$ cat config.mk
export PLATFORM = sky130hd
export DESIGN_NAME = sync_timer_link
export DESIGN_NICKNAME = d
export VERILOG_FILES = /design/src/logic/sync_timer_pkg.sv /design/src/logic/sync_frame_pkg.sv /design/src/logic/sync_timer.sv /design/src/logic/sync_master.sv /design/src/logic/sync_slave.sv /design/src/logic/sync_timer_link.sv
export SDC_FILE = /design/constraint.sdc
export NUM_CORES = 1
export LEC_CHECK = 0
export BUFFER_PORTS_ARGS = -buffer_cell sky130_fd_sc_hd__buf_2
export CAP_MARGIN = 20
export CELL_PAD_IN_SITES_DETAIL_PLACEMENT = 0
export CELL_PAD_IN_SITES_GLOBAL_PLACEMENT = 2
export CORE_MARGIN = 10
export CORE_UTILIZATION = 43
export CTS_CLUSTER_DIAMETER = 40
export DETAILED_ROUTE_END_ITERATION = 10
export PLACE_DENSITY = 0.86
export SETUP_SLACK_MARGIN = 0.3
export SLEW_MARGIN = 5
export SYNTH_ARGS = -nofsm -noshare
export SYNTH_HDL_FRONTEND = slang
export SYNTH_HIERARCHICAL = 1
export SYNTH_SLANG_ARGS = --single-unit
$ cat constraint.sdc
create_clock -name clk -period 14.6 [get_ports clk]
set_clock_uncertainty 0.1 [all_clocks]
set_input_delay 2.92 -clock clk [delete_from_list [all_inputs] [get_ports clk]]
set_output_delay 2.92 -clock clk [all_outputs]
set_load 0.01 [all_outputs]
$ cat src/logic/sync_timer_pkg.sv
`default_nettype none

package sync_timer_pkg;

    localparam int unsigned TIMER_WIDTH     = 64;
    localparam int unsigned CLK_NUMERATOR   = 10; // clock period 10/3 ns
    localparam int unsigned CLK_DENOMINATOR = 3;

    // whole ns per clock, the remainder goes through the accumulator
    localparam int unsigned FRAC_WIDTH = $clog2(CLK_DENOMINATOR) + 1;
    localparam logic [TIMER_WIDTH-1:0] STEP_INT =
        TIMER_WIDTH'(CLK_NUMERATOR / CLK_DENOMINATOR);
    localparam logic [FRAC_WIDTH-1:0] STEP_FRAC =
        FRAC_WIDTH'(CLK_NUMERATOR % CLK_DENOMINATOR);
    localparam logic [FRAC_WIDTH-1:0] FRAC_LIMIT = FRAC_WIDTH'(CLK_DENOMINATOR);
    localparam logic [TIMER_WIDTH-1:0] TIME_ONE   = TIMER_WIDTH'(1); // trim step

endpackage

`default_nettype wire

$ cat src/logic/sync_frame_pkg.sv
`default_nettype none

package sync_frame_pkg;

    // frame: id, cmd, 8 time bytes, 4 offset bytes, multi-byte fields lsb first
    localparam int unsigned FRAME_LENGTH = 14;
    localparam int unsigned TIME_POS     = 2;
    localparam int unsigned OFFSET_POS   = 10;
    localparam int unsigned LAST_POS     = FRAME_LENGTH - 1;

    localparam logic [7:0]  NODE_ID     = 8'h01;
    localparam logic [31:0] LINK_OFFSET = 32'd1000; // transport delay in ns

    typedef enum logic [7:0] {
        CMD_SET    = 8'h10, // load the slave timer
        CMD_ADJUST = 8'h11  // trim by one ns toward the master
    } sync_cmd_t;

endpackage

`default_nettype wire

$ cat src/logic/sync_timer.sv
`timescale 1ns/1ps
`default_nettype none

module sync_timer (
    input  logic                                   clk,
    input  logic                                   reset,
    input  logic [sync_timer_pkg::TIMER_WIDTH-1:0] set_time,
    input  logic                                   set_valid,
    input  logic                                   adjust_sign,
    input  logic                                   adjust_valid,
    output logic                                   adjust_ready,
    output logic [sync_timer_pkg::TIMER_WIDTH-1:0] current_time
);

    logic [sync_timer_pkg::FRAC_WIDTH-1:0]  frac_acc;
    logic [sync_timer_pkg::FRAC_WIDTH-1:0]  frac_sum;
    logic [sync_timer_pkg::FRAC_WIDTH-1:0]  frac_next;
    logic                                   frac_carry;
    logic                                   adjust_take;
    logic [sync_timer_pkg::TIMER_WIDTH-1:0] step;

    // remainder accumulator, carries one extra ns when it wraps
    always_comb begin
        frac_sum   = frac_acc + sync_timer_pkg::STEP_FRAC;
        frac_carry = (frac_sum >= sync_timer_pkg::FRAC_LIMIT);
        if (frac_carry) begin
            frac_next = frac_sum - sync_timer_pkg::FRAC_LIMIT;
        end else begin
            frac_next = frac_sum;
        end
    end

    assign adjust_take = adjust_valid && adjust_ready;

    always_comb begin
        step = sync_timer_pkg::STEP_INT;
        if (frac_carry) begin
            step = step + sync_timer_pkg::TIME_ONE;
        end
        if (adjust_take) begin
            if (adjust_sign) begin
                step = step - sync_timer_pkg::TIME_ONE; // slow down
            end else begin
                step = step + sync_timer_pkg::TIME_ONE; // catch up
            end
        end
    end

    always_ff @(posedge clk) begin
        if (reset) begin
            current_time <= '0;
            frac_acc     <= '0;
            adjust_ready <= 1'b1;
        end else begin
            adjust_ready <= !adjust_take; // one busy cycle per trim
            if (set_valid) begin
                current_time <= set_time;
                frac_acc     <= '0;
            end else begin
                current_time <= current_time + step;
                frac_acc     <= frac_next;
            end
        end
    end

    // load and trim come from the same owner and must not collide
    property p_set_adjust_exclusive;
        @(posedge clk) disable iff (reset)
            !(set_valid && adjust_valid);
    endproperty

    assert property (p_set_adjust_exclusive)
        else $error("sync_timer: set and adjust requested together");

endmodule

`default_nettype wire

$ cat src/logic/sync_master.sv
`timescale 1ns/1ps
`default_nettype none

module sync_master (
    input  logic                                   clk,
    input  logic                                   reset,
    input  logic                                   sync_start,
    input  logic                                   sync_override,
    output logic [sync_timer_pkg::TIMER_WIDTH-1:0] current_time,
    output logic [7:0]                             m_data,
    output logic                                   m_last,
    output logic                                   m_valid,
    input  logic                                   m_ready
);

    logic [sync_frame_pkg::FRAME_LENGTH-1:0][7:0] frame_data;
    logic [sync_frame_pkg::FRAME_LENGTH-1:0]      frame_last;
    sync_frame_pkg::sync_cmd_t                    frame_cmd;

    assign frame_cmd = sync_override ? sync_frame_pkg::CMD_SET : sync_frame_pkg::CMD_ADJUST;

    // entry 0 is the byte on the stream, a new start always reloads
    always_ff @(posedge clk) begin
        if (sync_start) begin
            frame_data[0] <= sync_frame_pkg::NODE_ID;
            frame_data[1] <= frame_cmd;
            frame_data[sync_frame_pkg::OFFSET_POS-1:sync_frame_pkg::TIME_POS] <= current_time;
            frame_data[sync_frame_pkg::LAST_POS:sync_frame_pkg::OFFSET_POS] <=
                sync_frame_pkg::LINK_OFFSET;
            frame_last <= {1'b1, {(sync_frame_pkg::FRAME_LENGTH-1){1'b0}}};
        end else if (m_valid && m_ready) begin
            frame_data <= frame_data >> 8;
            frame_last <= frame_last >> 1;
        end
    end

    always_ff @(posedge clk) begin
        if (reset) begin
            m_valid <= 1'b0;
        end else if (sync_start) begin
            m_valid <= 1'b1;
        end else if (m_valid && m_ready) begin
            m_valid <= !m_last; // drop after the final byte
        end
    end

    assign m_data = frame_data[0];
    assign m_last = frame_last[0];

    // free-running reference, never loaded or trimmed
    sync_timer u_sync_timer (
        .clk          (clk),
        .reset        (reset),
        .set_time     ('0),
        .set_valid    (1'b0),
        .adjust_sign  (1'b0),
        .adjust_valid (1'b0),
        .adjust_ready (),
        .current_time (current_time)
    );

    // a stalled byte holds until taken, unless the frame restarts
    property p_stream_hold;
        @(posedge clk) disable iff (reset)
            m_valid && !m_ready && !sync_start |=> $stable(m_data) && $stable(m_last);
    endproperty

    assert property (p_stream_hold)
        else $error("sync_master: stream changed under back-pressure");

endmodule

`default_nettype wire

$ cat src/logic/sync_slave.sv
`timescale 1ns/1ps
`default_nettype none

module sync_slave (
    input  logic                                   clk,
    input  logic                                   reset,
    input  logic [7:0]                             s_data,
    input  logic                                   s_last,
    input  logic                                   s_valid,
    output logic                                   s_ready,
    output logic [sync_timer_pkg::TIMER_WIDTH-1:0] current_time,
    output logic                                   sync_event
);

    typedef enum logic [2:0] {
        RX_ID,
        RX_CMD,
        RX_TIME,
        RX_OFFSET,
        APPLY
    } rx_state_t;

    rx_state_t                                     state;
    logic [$clog2(sync_frame_pkg::FRAME_LENGTH)-1:0] byte_cnt;
    logic                                          s_take;

    sync_frame_pkg::sync_cmd_t                     rx_cmd;
    logic [sync_timer_pkg::TIMER_WIDTH-1:0]        rx_time;
    logic [31:0]                                   rx_offset;
    logic [31:0]                                   offset_next;
    logic [sync_timer_pkg::TIMER_WIDTH-1:0]        time_next;
    logic [sync_timer_pkg::TIMER_WIDTH-1:0]        target_next;
    logic [sync_timer_pkg::TIMER_WIDTH-1:0]        target;
    logic                                          apply_ok;
    logic                                          slave_ahead;
    logic                                          slave_behind;

    logic                                          set_valid;
    logic                                          adjust_valid;
    logic                                          adjust_ready;

    assign s_take = s_valid && s_ready;

    always_ff @(posedge clk) begin
        if (reset) begin
            state    <= RX_ID;
            byte_cnt <= '0;
        end else if (state == APPLY) begin
            state    <= RX_ID;
            byte_cnt <= '0;
        end else if (s_take) begin
            if (byte_cnt != sync_frame_pkg::LAST_POS) begin
                byte_cnt <= byte_cnt + 1'b1; // saturates on a restarted frame
            end
            if (s_last) begin
                state <= APPLY;
            end else begin
                case (state)
                    RX_ID:   state <= RX_CMD;
                    RX_CMD:  state <= RX_TIME;
                    RX_TIME: begin
                        if (byte_cnt == sync_frame_pkg::OFFSET_POS - 1) begin
                            state <= RX_OFFSET;
                        end
                    end
                    default: state <= RX_OFFSET; // wait for last
                endcase
            end
        end
    end

    // fields form one sliding window so the bytes before last always line up
    assign offset_next = {s_data, rx_offset[31:8]};
    assign time_next   = {rx_offset[7:0], rx_time[sync_timer_pkg::TIMER_WIDTH-1:8]};
    assign target_next = time_next +
        {{(sync_timer_pkg::TIMER_WIDTH-32){1'b0}}, offset_next};

    always_ff @(posedge clk) begin
        if (s_take) begin
            rx_cmd    <= sync_frame_pkg::sync_cmd_t'(rx_time[7:0]);
            rx_time   <= time_next;
            rx_offset <= offset_next;
            if (s_last) begin
                // rx_cmd holds the id byte at this point
                apply_ok     <= (byte_cnt == sync_frame_pkg::LAST_POS) &&
                                (rx_cmd == sync_frame_pkg::NODE_ID);
                target       <= target_next;
                slave_ahead  <= (current_time > target_next);
                slave_behind <= (current_time < target_next);
            end
        end
    end

    assign sync_event   = (state == APPLY) && apply_ok;
    assign set_valid    = sync_event && (rx_cmd == sync_frame_pkg::CMD_SET);
    assign adjust_valid = sync_event && (rx_cmd == sync_frame_pkg::CMD_ADJUST) &&
                          (slave_ahead || slave_behind);
    assign s_ready      = (state != APPLY) && adjust_ready;

    sync_timer u_sync_timer (
        .clk          (clk),
        .reset        (reset),
        .set_time     (target),
        .set_valid    (set_valid),
        .adjust_sign  (slave_ahead), // ahead means step back
        .adjust_valid (adjust_valid),
        .adjust_ready (adjust_ready),
        .current_time (current_time)
    );

    // a trim is only requested while the timer is free
    property p_adjust_when_ready;
        @(posedge clk) disable iff (reset)
            adjust_valid |-> adjust_ready;
    endproperty

    assert property (p_adjust_when_ready)
        else $error("sync_slave: adjust issued while timer busy");

endmodule

`default_nettype wire

$ cat src/logic/sync_timer_link.sv
`timescale 1ns/1ps
`default_nettype none

module sync_timer_link (
    input  logic                                   clk,
    input  logic                                   reset,
    input  logic                                   sync_start,
    input  logic                                   sync_override,
    output logic [sync_timer_pkg::TIMER_WIDTH-1:0] master_time,
    output logic [sync_timer_pkg::TIMER_WIDTH-1:0] slave_time,
    output logic                                   sync_event,
    output logic [7:0]                             link_data,
    output logic                                   link_last,
    output logic                                   link_valid,
    output logic                                   link_ready
);

    // master side, owns the reference time
    sync_master u_sync_master (
        .clk           (clk),
        .reset         (reset),
        .sync_start    (sync_start),
        .sync_override (sync_override),
        .current_time  (master_time),
        .m_data        (link_data),
        .m_last        (link_last),
        .m_valid       (link_valid),
        .m_ready       (link_ready)
    );

    // slave side follows the master over the byte stream
    sync_slave u_sync_slave (
        .clk          (clk),
        .reset        (reset),
        .s_data       (link_data),
        .s_last       (link_last),
        .s_valid      (link_valid),
        .s_ready      (link_ready),
        .current_time (slave_time),
        .sync_event   (sync_event)
    );

endmodule

`default_nettype wire

==> run metrics, run 1 <==
RSZ-0062 raised after global routing no; switching portion of total power 27.2%; Slew Limit Fails 0; final WL 60.0 mm; grt ovf 0; Inserted Clock Buffers 78; Filler Cells Inserted 4653; Int Pwr 2600 uW; clock sinks 409; final worst path period share 39.1%; endpoints failing setup 0; worst hold path class reg -> reg; Max IR drop VDD 82.6 uV; main combinational cell family by area after synthesis simple AND/OR/NAND/NOR gates; Synth warnings 6; gr usage total 19.4%; CTS tree yes; Starting Density 43.3%; first-pass GRT wire length 93.7 mm; Final Util 51.3%; Setup TNS 0 ps; crit end category register; Leak 0.0100 uW; Clock Power Share 50.8%; pwr dens 139 mW/mm2; 1st-iter DRT viols 1022; worst hold margin 331 ps; Chip Width 245 um; Compound-Gate Fraction of Synth Area 13.8%; P_sw 974 uW; area grow syn2layout 18.4%; Final ANT Viol Nets 0; post_cts resized 0; Distinct cells, synth 83; Layout Nets 2416; final hold vios 0; Ant. Diodes 0; adder-cell share of the synthesized area 6.62%; Worst EP arrival 6060 ps; H-tree depth 3; CTS Buffer Depth 3; Avg Cell Area, Syn 10.3 um2; Synth Register Bits 409; Core ar. 0.0501 mm2; Mapped Cells 2106; Reg area 0.0106 mm2; Fmax 175 MHz; largest net degree at the start of global routing 117; GPL Wtd Cong 0.874; vias post-DR 16900; Comb pwr share 11.2%; pre-CTS WS 8990 ps; Port Buffers 143; Main synth FF type edfxtp_1; Slew Limit Headroom 25.3%; Worst EP required 14960 ps; vias in the first global route 16600; # IOs 144; mux cell area share after synthesis 1.06%; Post-route DRC 0; num rows 82; Post-synth EDFFs 243; Slew @ Worst Pin 1120 ps; layout cells sized above 1 14.8%; fraction of registers with async set/reset 0%; clock-pin slew of the registers on the worst-case setup and hold paths 50 ps; Worst-Skew Late Latency 610 ps; Simple-Gate Fraction of Synth Area 19.0%; Post-Synth XOR/XNOR Area 6.05%; Finished Layout Cells 3036; sequential fraction of the synthesis area 48.9%; routed vias/inst 5.56; critical path class reg -> reg; Post-CTS Setup Bufs 0; crit path max fanout 8; final critical-path setup slack 8900 ps; multi-input logic area 0.0104 mm2; Die Area 0.0599 mm2; hold buffer count at cts 0; Worst Setup Start Kind register; maxcap violations 0; area of the mapped netlist 0.0217 mm2; Seq pwr share 38.0%; mean routed wirelength per cell 19.8 um; DRT Pass-1 Iters 5; DP HPWL 41.6 mm; DP Cell Count 2891; initial antenna violation count 0; root buf cell clkbuf_16; Tmin final 5700 ps; outcome finished, final reports clean; Die H 245 um
-- per-layer routing --
metal	up-vias	part of all wire, %	global-route usage [%]
li1	8249	-	-
met1	8150	45	25.3
met2	414	47	31.5
met3	81	5.0	3.82
met4	0	2.4	7.00
met5	-	0	0
-- critical path, cell delays in order (launching register included) --
cell	delay, ps
edfxtp_1	360
ha_1	170
inv_1	60
fa_1	410
nor2b_1	190
o2111ai_1	180
a211oi_1	420
o31ai_1	240
a2111oi_4	600
o21ai_2	270
or4_4	590
xor2_1	160
ha_1	290
nand4_1	100
nor4_1	530
nand3_1	180
nor3_1	280
a22oi_1	100
o211a_1	170
a21oi_1	120
-- layout by cell type, fill, tap and decap left out, drive strengths merged, types with 7 or more instances in the layout --
| cell | count |
|---|---|
| buf | 157 |
| clkbuf | 88 |
| nand4 | 64 |
| nand3 | 107 |
| and3 | 29 |
| a2111oi | 7 |
| nor4 | 29 |
| dfxtp | 166 |
| and4 | 16 |
| and2 | 24 |
| and4b | 7 |
| o21ai | 108 |
| o31ai | 36 |
| conb | 71 |
| a21oi | 59 |
| or3 | 36 |
| o211ai | 14 |
| a31o | 11 |
| nor2 | 171 |
| clkinv | 23 |
| a311oi | 59 |
| nand2b | 21 |
| a21o | 48 |
| xnor2 | 80 |
| nand2 | 152 |
| a211oi | 55 |
| or2 | 7 |
| clkinvlp | 13 |
| bufinv | 7 |
| mux2i | 23 |
| edfxtp | 243 |
| nor3 | 34 |
| a31oi | 8 |
| ha | 110 |
| nor2b | 15 |
| xor2 | 70 |
| or4 | 38 |
| nor4b | 10 |
| inv | 101 |
-- worst paths after layout --
path | startpoint | end | slack [ps] | depth (start not counted)
max | u_sync_slave/rx_time[8] | u_sync_slave/slave_ahead | 8900 | 19
min | u_sync_slave/rx_time[7] | u_sync_slave/rx_cmd[7] | 330 | 0
max reg2reg | u_sync_slave/rx_time[8] | u_sync_slave/slave_ahead | 8900 | 19
min reg2reg | u_sync_slave/rx_time[7] | u_sync_slave/rx_cmd[7] | 330 | 0
-- synth_stat cells, types with 59 or more instances --
cell      instances  area (um2)
edfxtp_1        243        7300
nor2_1          171         642
dfxtp_1         166        3320
nand2_1         151         567
ha_1            110        1380
nand3_1         107         536
inv_1            85         319
xnor2_1          80         701
xor2_1           70         613
clkbuf_1         67         251
nand4_1          61         382
a21oi_1          59         295
-- registers in the layout, summed over array words and instances, names as in the netlist --
register and count:
u_sync_master/frame_data 73, u_sync_master/u_sync_timer/current_time 64, u_sync_slave/rx_time 64, u_sync_slave/target 64
u_sync_slave/u_sync_timer/current_time 64, u_sync_slave/rx_offset 32, u_sync_master/frame_last 13, u_sync_master/m_data 8
u_sync_slave/rx_cmd 8, u_sync_slave/byte_cnt 4, u_sync_master/u_sync_timer/frac_acc 3, u_sync_slave/state 3
u_sync_slave/u_sync_timer/frac_acc 3, u_sync_master/m_valid 1, u_sync_master/u_sync_timer/adjust_ready 1, u_sync_slave/apply_ok 1
u_sync_slave/slave_ahead 1, u_sync_slave/slave_behind 1, u_sync_slave/u_sync_timer/adjust_ready 1
-- power by group through the flow --
stage               logic [uW]  clock network (uW)  registers, uW
floorplan                  286                   0           1370
global placement           390                   0           1380
detailed placement         395                   0           1380
CTS                        399                1860           1360
global route               451                1910           1370
finish                     401                1820           1360
-- cell type report --
cell class / instances / share of cell area, %
flip-flops and latches: 409 / 41.3
multi-input cells: 1566 / 40.4
inverters: 87 / 1.27
clock inverters: 57 / 2.51
repair buffers: 157 / 3.21
well taps: 672 / 3.27
clock buffers: 88 / 7.94
-- through the flow --
stage	instance area [um2]	power [uW]
4_1_cts	25700	3610
2_1_floorplan	22000	1650
5_1_grt	25700	3730
3_5_place_dp	23000	1780
6_report	25700	3580
3_3_place_gp	23000	1770
-- cell families after synthesis --
group | Yosys count
compound gates | 434
flops | 409
buf+inv | 201
xor+xnor | 150
simple gates | 775
fa+ha+maj | 113
other cells | 1
mux | 23
No activity file was read; power rests on OpenSTA's default activity.
==> inputs of run 2 (changes only) <==
- ABC_AREA: not set -> 1
- CORE_UTILIZATION: 43 -> 32
- PLACE_DENSITY: 0.86 -> 0.78
- clock period: 14.6 -> 5.2 ns (I/O delays scaled with it)
==> run metrics, run 2 <==
outcome finished, final reports clean (unchanged); Ant. Diodes 0 (unchanged); main combinational cell family by area after synthesis simple AND/OR/NAND/NOR gates (unchanged); Die Area 0.0937 mm2 (was 0.0599 mm2); first-pass GRT wire length 146 mm (was 93.7 mm); r2r endpoint u_sync_slave/slave_behind (was u_sync_slave/slave_ahead); vias post-DR 23800 (was 16900); DRT Pass-1 Iters 8 (was 5); DP HPWL 75.9 mm (was 41.6 mm); Fmax 250 MHz (was 175 MHz); crit path max fanout 4 (was 8); pwr dens 380 mW/mm2 (was 139 mW/mm2); Commonest cells post-synth nand2_1 (1357), inv_1 (590), nor2_1 (443), edfxtp_1 (243), nand3_1 (238) (was edfxtp_1 (243), nor2_1 (171), dfxtp_1 (166), nand2_1 (151), ha_1 (110)); Synth top area share 27.8% (was 33.6%); Post-synth EDFFs 243 (unchanged); fraction of registers with async set/reset 0% (unchanged); count leader, synth nand2_1 (was edfxtp_1); FF-to-FF setup slack 1200 ps (was 8900 ps); Simple-Gate Fraction of Synth Area 36.2% (was 19.0%); Post-Place Cell Area 0.0283 mm2 (was 0.0230 mm2); Main synth FF type edfxtp_1 (unchanged); hold buffer count at cts 0 (unchanged); RSZ-0062 raised after global routing no (unchanged); Die H 306 um (was 245 um); Core ar. 0.0808 mm2 (was 0.0501 mm2); initial antenna violation count 0 (unchanged); Compound-Gate Fraction of Synth Area 4.89% (was 13.8%); H-tree depth 3 (unchanged); Slew Limit Fails 0 (unchanged); commonest non-fill, non-tap cell in the layout nand2_1 (was edfxtp_1); Leak 0.0155 uW (was 0.0100 uW); Worst Reg2Reg Path Length in Cells 20 (was 19); Synth Register Bits 409 (unchanged); area of the mapped netlist 0.0262 mm2 (was 0.0217 mm2); Worst-Skew Late Latency 660 ps (was 610 ps); Starting Density 32.4% (was 43.3%); Post-route DRC 0 (unchanged); mean routed wirelength per cell 18.8 um (was 19.8 um); most frequent cells in the layout nand2_1 (1356), inv_1 (589), nor2_1 (443) (was edfxtp_1 (243), nor2_1 (170), dfxtp_1 (165)); CTS tree yes (unchanged); Area contributors post-synth edfxtp_1 (28%), nand2_1 (19%), dfxtp_1 (13%) (was edfxtp_1 (34%), dfxtp_1 (15%), ha_1 (6.3%)); Design Area, Final 0.0318 mm2 (was 0.0257 mm2); Tmin final 4000 ps (was 5700 ps); Slew @ Worst Pin 1070 ps (was 1120 ps); Worst Hold Depth 0 (unchanged); worst hold path class reg -> reg (unchanged); worst r2r src u_sync_slave/rx_time[8] (unchanged); final WL 97.2 mm (was 60.0 mm); num rows 104 (was 82); layout cells sized above 1 10.5% (was 14.8%); Mapped Cells 3782 (was 2106); Chip Width 306 um (was 245 um); Worst Setup Start Kind register (unchanged); Worst EP required 5500 ps (was 14960 ps); Worst Setup SP u_sync_slave/rx_time[8] (unchanged); final critical-path setup slack 1200 ps (was 8900 ps); gr usage total 20.5% (was 19.4%); crit end category register (unchanged); Synth warnings 6 (unchanged); clock sinks 409 (unchanged); Slew Limit Headroom 28.7% (was 25.3%); Post-Synth XOR/XNOR Area 2.84% (was 6.05%); most flop-heavy register u_sync_master/frame_data (unchanged); 1st-iter DRT viols 1470 (was 1022); Layout Nets 4148 (was 2416); Avg Cell Area, Syn 6.93 um2 (was 10.3 um2); Synth area leader edfxtp_1 (unchanged); Setup TNS 0 ps (unchanged); post_cts resized 0 (unchanged); grt ovf 0 (unchanged); CTS Buffer Depth 3 (unchanged); clock-pin slew of the registers on the worst-case setup and hold paths 50 ps (about the same); adder-cell share of the synthesized area 5.48% (was 6.62%); area grow syn2layout 21.2% (was 18.4%); sequential fraction of the synthesis area 40.5% (was 48.9%); # IOs 144 (unchanged); GPL Wtd Cong 0.904 (was 0.874); max reg flops 73 (unchanged); root buf cell clkbuf_16 (unchanged); final worst path period share 77.0% (was 39.1%); Inserted Clock Buffers 95 (was 78); critical path class reg -> reg (unchanged); pre-CTS WS 1130 ps (was 8990 ps); worst hold margin 329 ps (was 331 ps); Port Buffers 143 (unchanged); Post-CTS Setup Bufs 0 (unchanged); crit path to u_sync_slave/slave_behind (was u_sync_slave/slave_ahead); vias in the first global route 23900 (was 16600); endpoints failing setup 0 (unchanged); Distinct cells, synth 45 (was 83); mux cell area share after synthesis 0% (was 1.06%); final hold vios 0 (unchanged); Final ANT Viol Nets 0 (unchanged); largest net degree at the start of global routing 76 (was 117); Worst EP arrival 4310 ps (was 6060 ps); maxcap violations 0 (unchanged); Final Util 39.3% (was 51.3%); Max IR drop VDD 243 uV (was 82.6 uV); routed vias/inst 4.61 (was 5.56)
[run 2: cell types whose count changed in the layout (fill, tap and decap cells not counted), sizes merged, moves of 38 or more]
cell	change
nand2	+1236
inv	+505
nor2	+320
nand3	+139
a311oi	-59
a211oi	-54
o21ai	+47
a21o	-44
or4	-38
[run 2: cell type report]
type                       instances  area [um2]
multi-input combinational       2763       13200
clock buffer                     111        2510
sequential                       409       10600
clock inverter                    68         985
fill                            8657       49000
timing repair buffer             160         843
tap                             1060        1330
inverter                         602        2260
[run 2: per-layer routing]
| layer | share of wire (%) | up-vias | GRT usage, % | routed length [um] |
|---|---|---|---|---|
| met1 | 42 | 10900 | 24.1 | 41200 |
| li1 | - | 12300 | - | - |
| met4 | 3.8 | 0 | 8.13 | 3670 |
| met3 | 4.1 | 154 | 3.15 | 3990 |
| met2 | 50 | 517 | 37.0 | 48400 |
| met5 | 0 | - | 0 | 0 |
[run 2: kinds of logic after synthesis]
family	after synthesis
compound gates	246
xor+xnor	85
fa+ha+maj	113
buf+inv	677
flops	409
other cells	1
simple gates	2251
[run 2: stage by stage]
stage / power, uW / cells
floorplan: 5060 / 3849
detailed placement: 5660 / 4994
finish: 12100 / 5173
global placement: 5670 / 4994
CTS: 12200 / 5173
global route: 12600 / 5173
[run 2: worst min-delay path by stage]
stage                                 start                endpoint  slack, ps
floorplan           u_sync_slave/rx_time[0]  u_sync_slave/rx_cmd[0]        300
CTS                 u_sync_slave/rx_time[1]  u_sync_slave/rx_cmd[1]        330
global route        u_sync_slave/rx_time[1]  u_sync_slave/rx_cmd[1]        340
finish              u_sync_slave/rx_time[1]  u_sync_slave/rx_cmd[1]        330
global placement    u_sync_slave/rx_time[0]  u_sync_slave/rx_cmd[0]        300
detailed placement  u_sync_slave/rx_time[0]  u_sync_slave/rx_cmd[0]        320
[run 2: report_power, final]
part	switching [uW]	internal, uW	leakage (uW)
Clock	2100	4380	0.00167
Combinational	1130	515	0.0101
Sequential	237	3710	0.00372
[run 2: critical path, stage by stage, from the launching register on]
cell      delay (ps)
edfxtp_1         360
ha_1             240
inv_1             80
fa_1             420
nor2_2           200
nand2_1           70
nand3_1          130
nand2_1           80
nand2_1          160
nand2_1           80
nand2_1          230
nand2_1          150
nand3_1          100
nand2_1           70
ha_1             270
nand2_1           70
nor3_1           430
nand4_1          130
nor2_1           150
nand2_1           80
and2_1           130
==> inputs of run 3 (changes only) <==
- ABC_AREA: 1 -> 0
- CORE_UTILIZATION: 32 -> 36
- PLACE_DENSITY: 0.78 -> 0.77
- clock period: 5.2 -> 3.6 ns (I/O delays scaled with it)
==> run metrics, run 3 (synthesis results as in run 1) <==
vias in the first global route 18500 (was 23900); M1 wire length 30.0 mm (was 41.2 mm); Die H 266 um (was 306 um); # IOs 144 (unchanged); Worst Setup SP u_sync_slave/rx_time[25] (was u_sync_slave/rx_time[8]); Port Buffers 143 (unchanged); Worst Setup Start Kind register (unchanged); Reg area 0.0106 mm2 (about the same); CTS Buffer Depth 3 (unchanged); hold buffer count at cts 0 (unchanged); Slew @ Worst Pin 1010 ps (was 1070 ps); Leak 0.0123 uW (was 0.0155 uW); Starting Density 36.6% (was 32.4%); worst r2r src u_sync_slave/rx_time[25] (was u_sync_slave/rx_time[8]); endpoints failing setup 53 (was 0); maxcap violations 0 (unchanged); Max IR drop VDD 342 uV (was 243 uV); Worst EP arrival 4890 ps (was 4310 ps); total power 15800 uW (was 12100 uW); worst path cell trace ha_1 -> nand4_2 -> or3_1 -> a211oi_2 -> o31ai_4 -> a2111oi_4 -> buf_4 -> o21ai_4 -> buf_6 -> or3_4 -> xor2_2 -> ha_1 -> nand4_1 -> nor4_2 -> buf_4 -> nand3_4 -> nor3_4 -> a22oi_1 -> o211a_1 (was ha_1 -> inv_1 -> fa_1 -> nor2_2 -> nand2_1 -> nand3_1 -> nand2_1 -> nand2_1 -> nand2_1 -> nand2_1 -> nand2_1 -> nand3_1 -> nand2_1 -> ha_1 -> nand2_1 -> nor3_1 -> nand4_1 -> nor2_1 -> nand2_1 -> and2_1); Final Util 50.9% (was 39.3%); Ant. Diodes 0 (unchanged); Core ar. 0.0594 mm2 (was 0.0808 mm2); mean routed wirelength per cell 19.5 um (was 18.8 um); Tmin final 4660 ps (was 4000 ps); startpoint of the worst hold path u_sync_slave/rx_time[4] (was u_sync_slave/rx_time[1]); final WL 68.3 mm (was 97.2 mm); CTS tree yes (unchanged); CP max stage delay 400 ps (was 430 ps); pwr dens 521 mW/mm2 (was 380 mW/mm2); GPL Wtd Cong 0.858 (was 0.904); Slew Limit Headroom 32.9% (was 28.7%); final hold vios 0 (unchanged); grt ovf 0 (unchanged); area grow syn2layout 39.3% (was 21.2%); final critical-path setup slack -1060 ps (was 1200 ps); most flop-heavy register u_sync_master/frame_data (unchanged); initial antenna violation count 0 (unchanged); outcome finished with violations (was finished, final reports clean); DRT Pass-1 Iters 7 (was 8); DR top layer met4 (unchanged); Filler Cells Inserted 5370 (was 8657); Post-route DRC 0 (unchanged); metal3 WL 3.10 mm (was 3.99 mm); violated checks negative setup slack; H-tree depth 3 (unchanged); Final ANT Viol Nets 0 (unchanged); gr usage total 18.8% (was 20.5%); worst hold path class reg -> reg (unchanged); critical path class reg -> reg (unchanged); clock-pin slew of the registers on the worst-case setup and hold paths 50 ps (about the same); Layout Nets 2776 (was 4148); clock sinks 409 (unchanged); vias post-DR 18500 (was 23800); Buf/Inv on CP 3 (was 1); 1st-iter DRT viols 1004 (was 1470); root buf cell clkbuf_16 (unchanged); Die Area 0.0705 mm2 (was 0.0937 mm2); largest net degree at the start of global routing 148 (was 76); first-pass GRT wire length 106 mm (was 146 mm); Inserted Clock Buffers 80 (was 95); routed vias/inst 5.29 (was 4.61); Slew Limit Fails 0 (unchanged); most frequent cells in the layout buf_4 (308), edfxtp_1 (243), dfxtp_1 (163) (was nand2_1 (1356), inv_1 (589), nor2_1 (443)); Worst EP required 3830 ps (was 5500 ps); num rows 89 (was 104); delay-heaviest family, CP simple AND/OR/NAND/NOR gates (unchanged); crit end category register (unchanged); DP HPWL 47.5 mm (was 75.9 mm); crit path max fanout 5 (was 4); met2 WL 32.9 mm (was 48.4 mm); final worst path period share 129% (was 77.0%); Chip Width 266 um (was 306 um); RSZ-0062 raised after global routing yes (was no); max reg flops 73 (unchanged); Worst-Skew Late Latency 600 ps (was 660 ps); commonest non-fill, non-tap cell in the layout buf_4 (was nand2_1); layout cells sized above 1 32.0% (was 10.5%); Fmax 215 MHz (was 250 MHz); multi-input logic area 0.0117 mm2 (was 0.0132 mm2); Worst path slowest cell edfxtp_1 (was nor3_1)
==> run 3: changes by cell type in the layout (fill, tap and decap cells not counted), sizes merged, moves of 44 or more <==
cell / change
inv: -513
nor2: -320
o21ai: -47
nand3: -139
a211oi: +54
nand2: -1236
buf: +353
a311oi: +59
a21o: +44
==> run 3: final timing paths <==
path                                             endpoint  slack, ps  cells past startpoint
worst min-delay path               u_sync_slave/rx_cmd[4]        310                      0
worst max-delay path            u_sync_slave/slave_behind      -1060                     19
worst max register to register  u_sync_slave/slave_behind      -1060                     19
worst min register to register     u_sync_slave/rx_cmd[4]        310                      0
==> run 3: layout make-up <==
class | instances | share of cell area [%]
repair buffers | 513 | 12.7
well taps | 773 | 3.20
multi-input cells | 1568 | 38.9
clock buffers | 97 | 7.07
clock inverters | 49 | 1.92
inverters | 87 | 1.09
flip-flops and latches | 409 | 35.2
==> run 3: timing repair <==
action / 4_1_cts / 5_1_grt
endpoints found under the setup margin: 129 / 152
pin swaps: 115 / 73
gates resized for setup: 152 / 95
setup buffers: 46 / 22
cloned: 2 / 0
==> run 3: stage by stage <==
stage	cell area [um2]	hold slack, ps	TNS (ps)	worst slack (ps)	instances
3_5_place_dp	25700	307	-16380	-1240	3280
2_1_floorplan	22300	300	-3760	-742	2176
5_1_grt	30200	314	-22610	-1240	3496
3_3_place_gp	25700	302	-15630	-1140	3280
4_1_cts	29500	310	-10320	-1140	3474
6_report	30200	313	-14920	-1060	3496
==> run 3: where the power goes <==
| part | leakage [uW] | switching [uW] | internal [uW] |
|---|---|---|---|
| sequential | 0.00372 | 232 | 5270 |
| clock | 0.00130 | 2530 | 4960 |
| combinational | 0.00733 | 1410 | 1360 |
| total | 0.0123 | 4170 | 11600 |
==> run 3: per-layer routing <==
layer / track usage, % / up-vias
li1: - / 8972
met1: 23.8 / 8937
met2: 31.3 / 449
met3: 3.55 / 127
met4: 7.31 / 0
met5: 0 / -
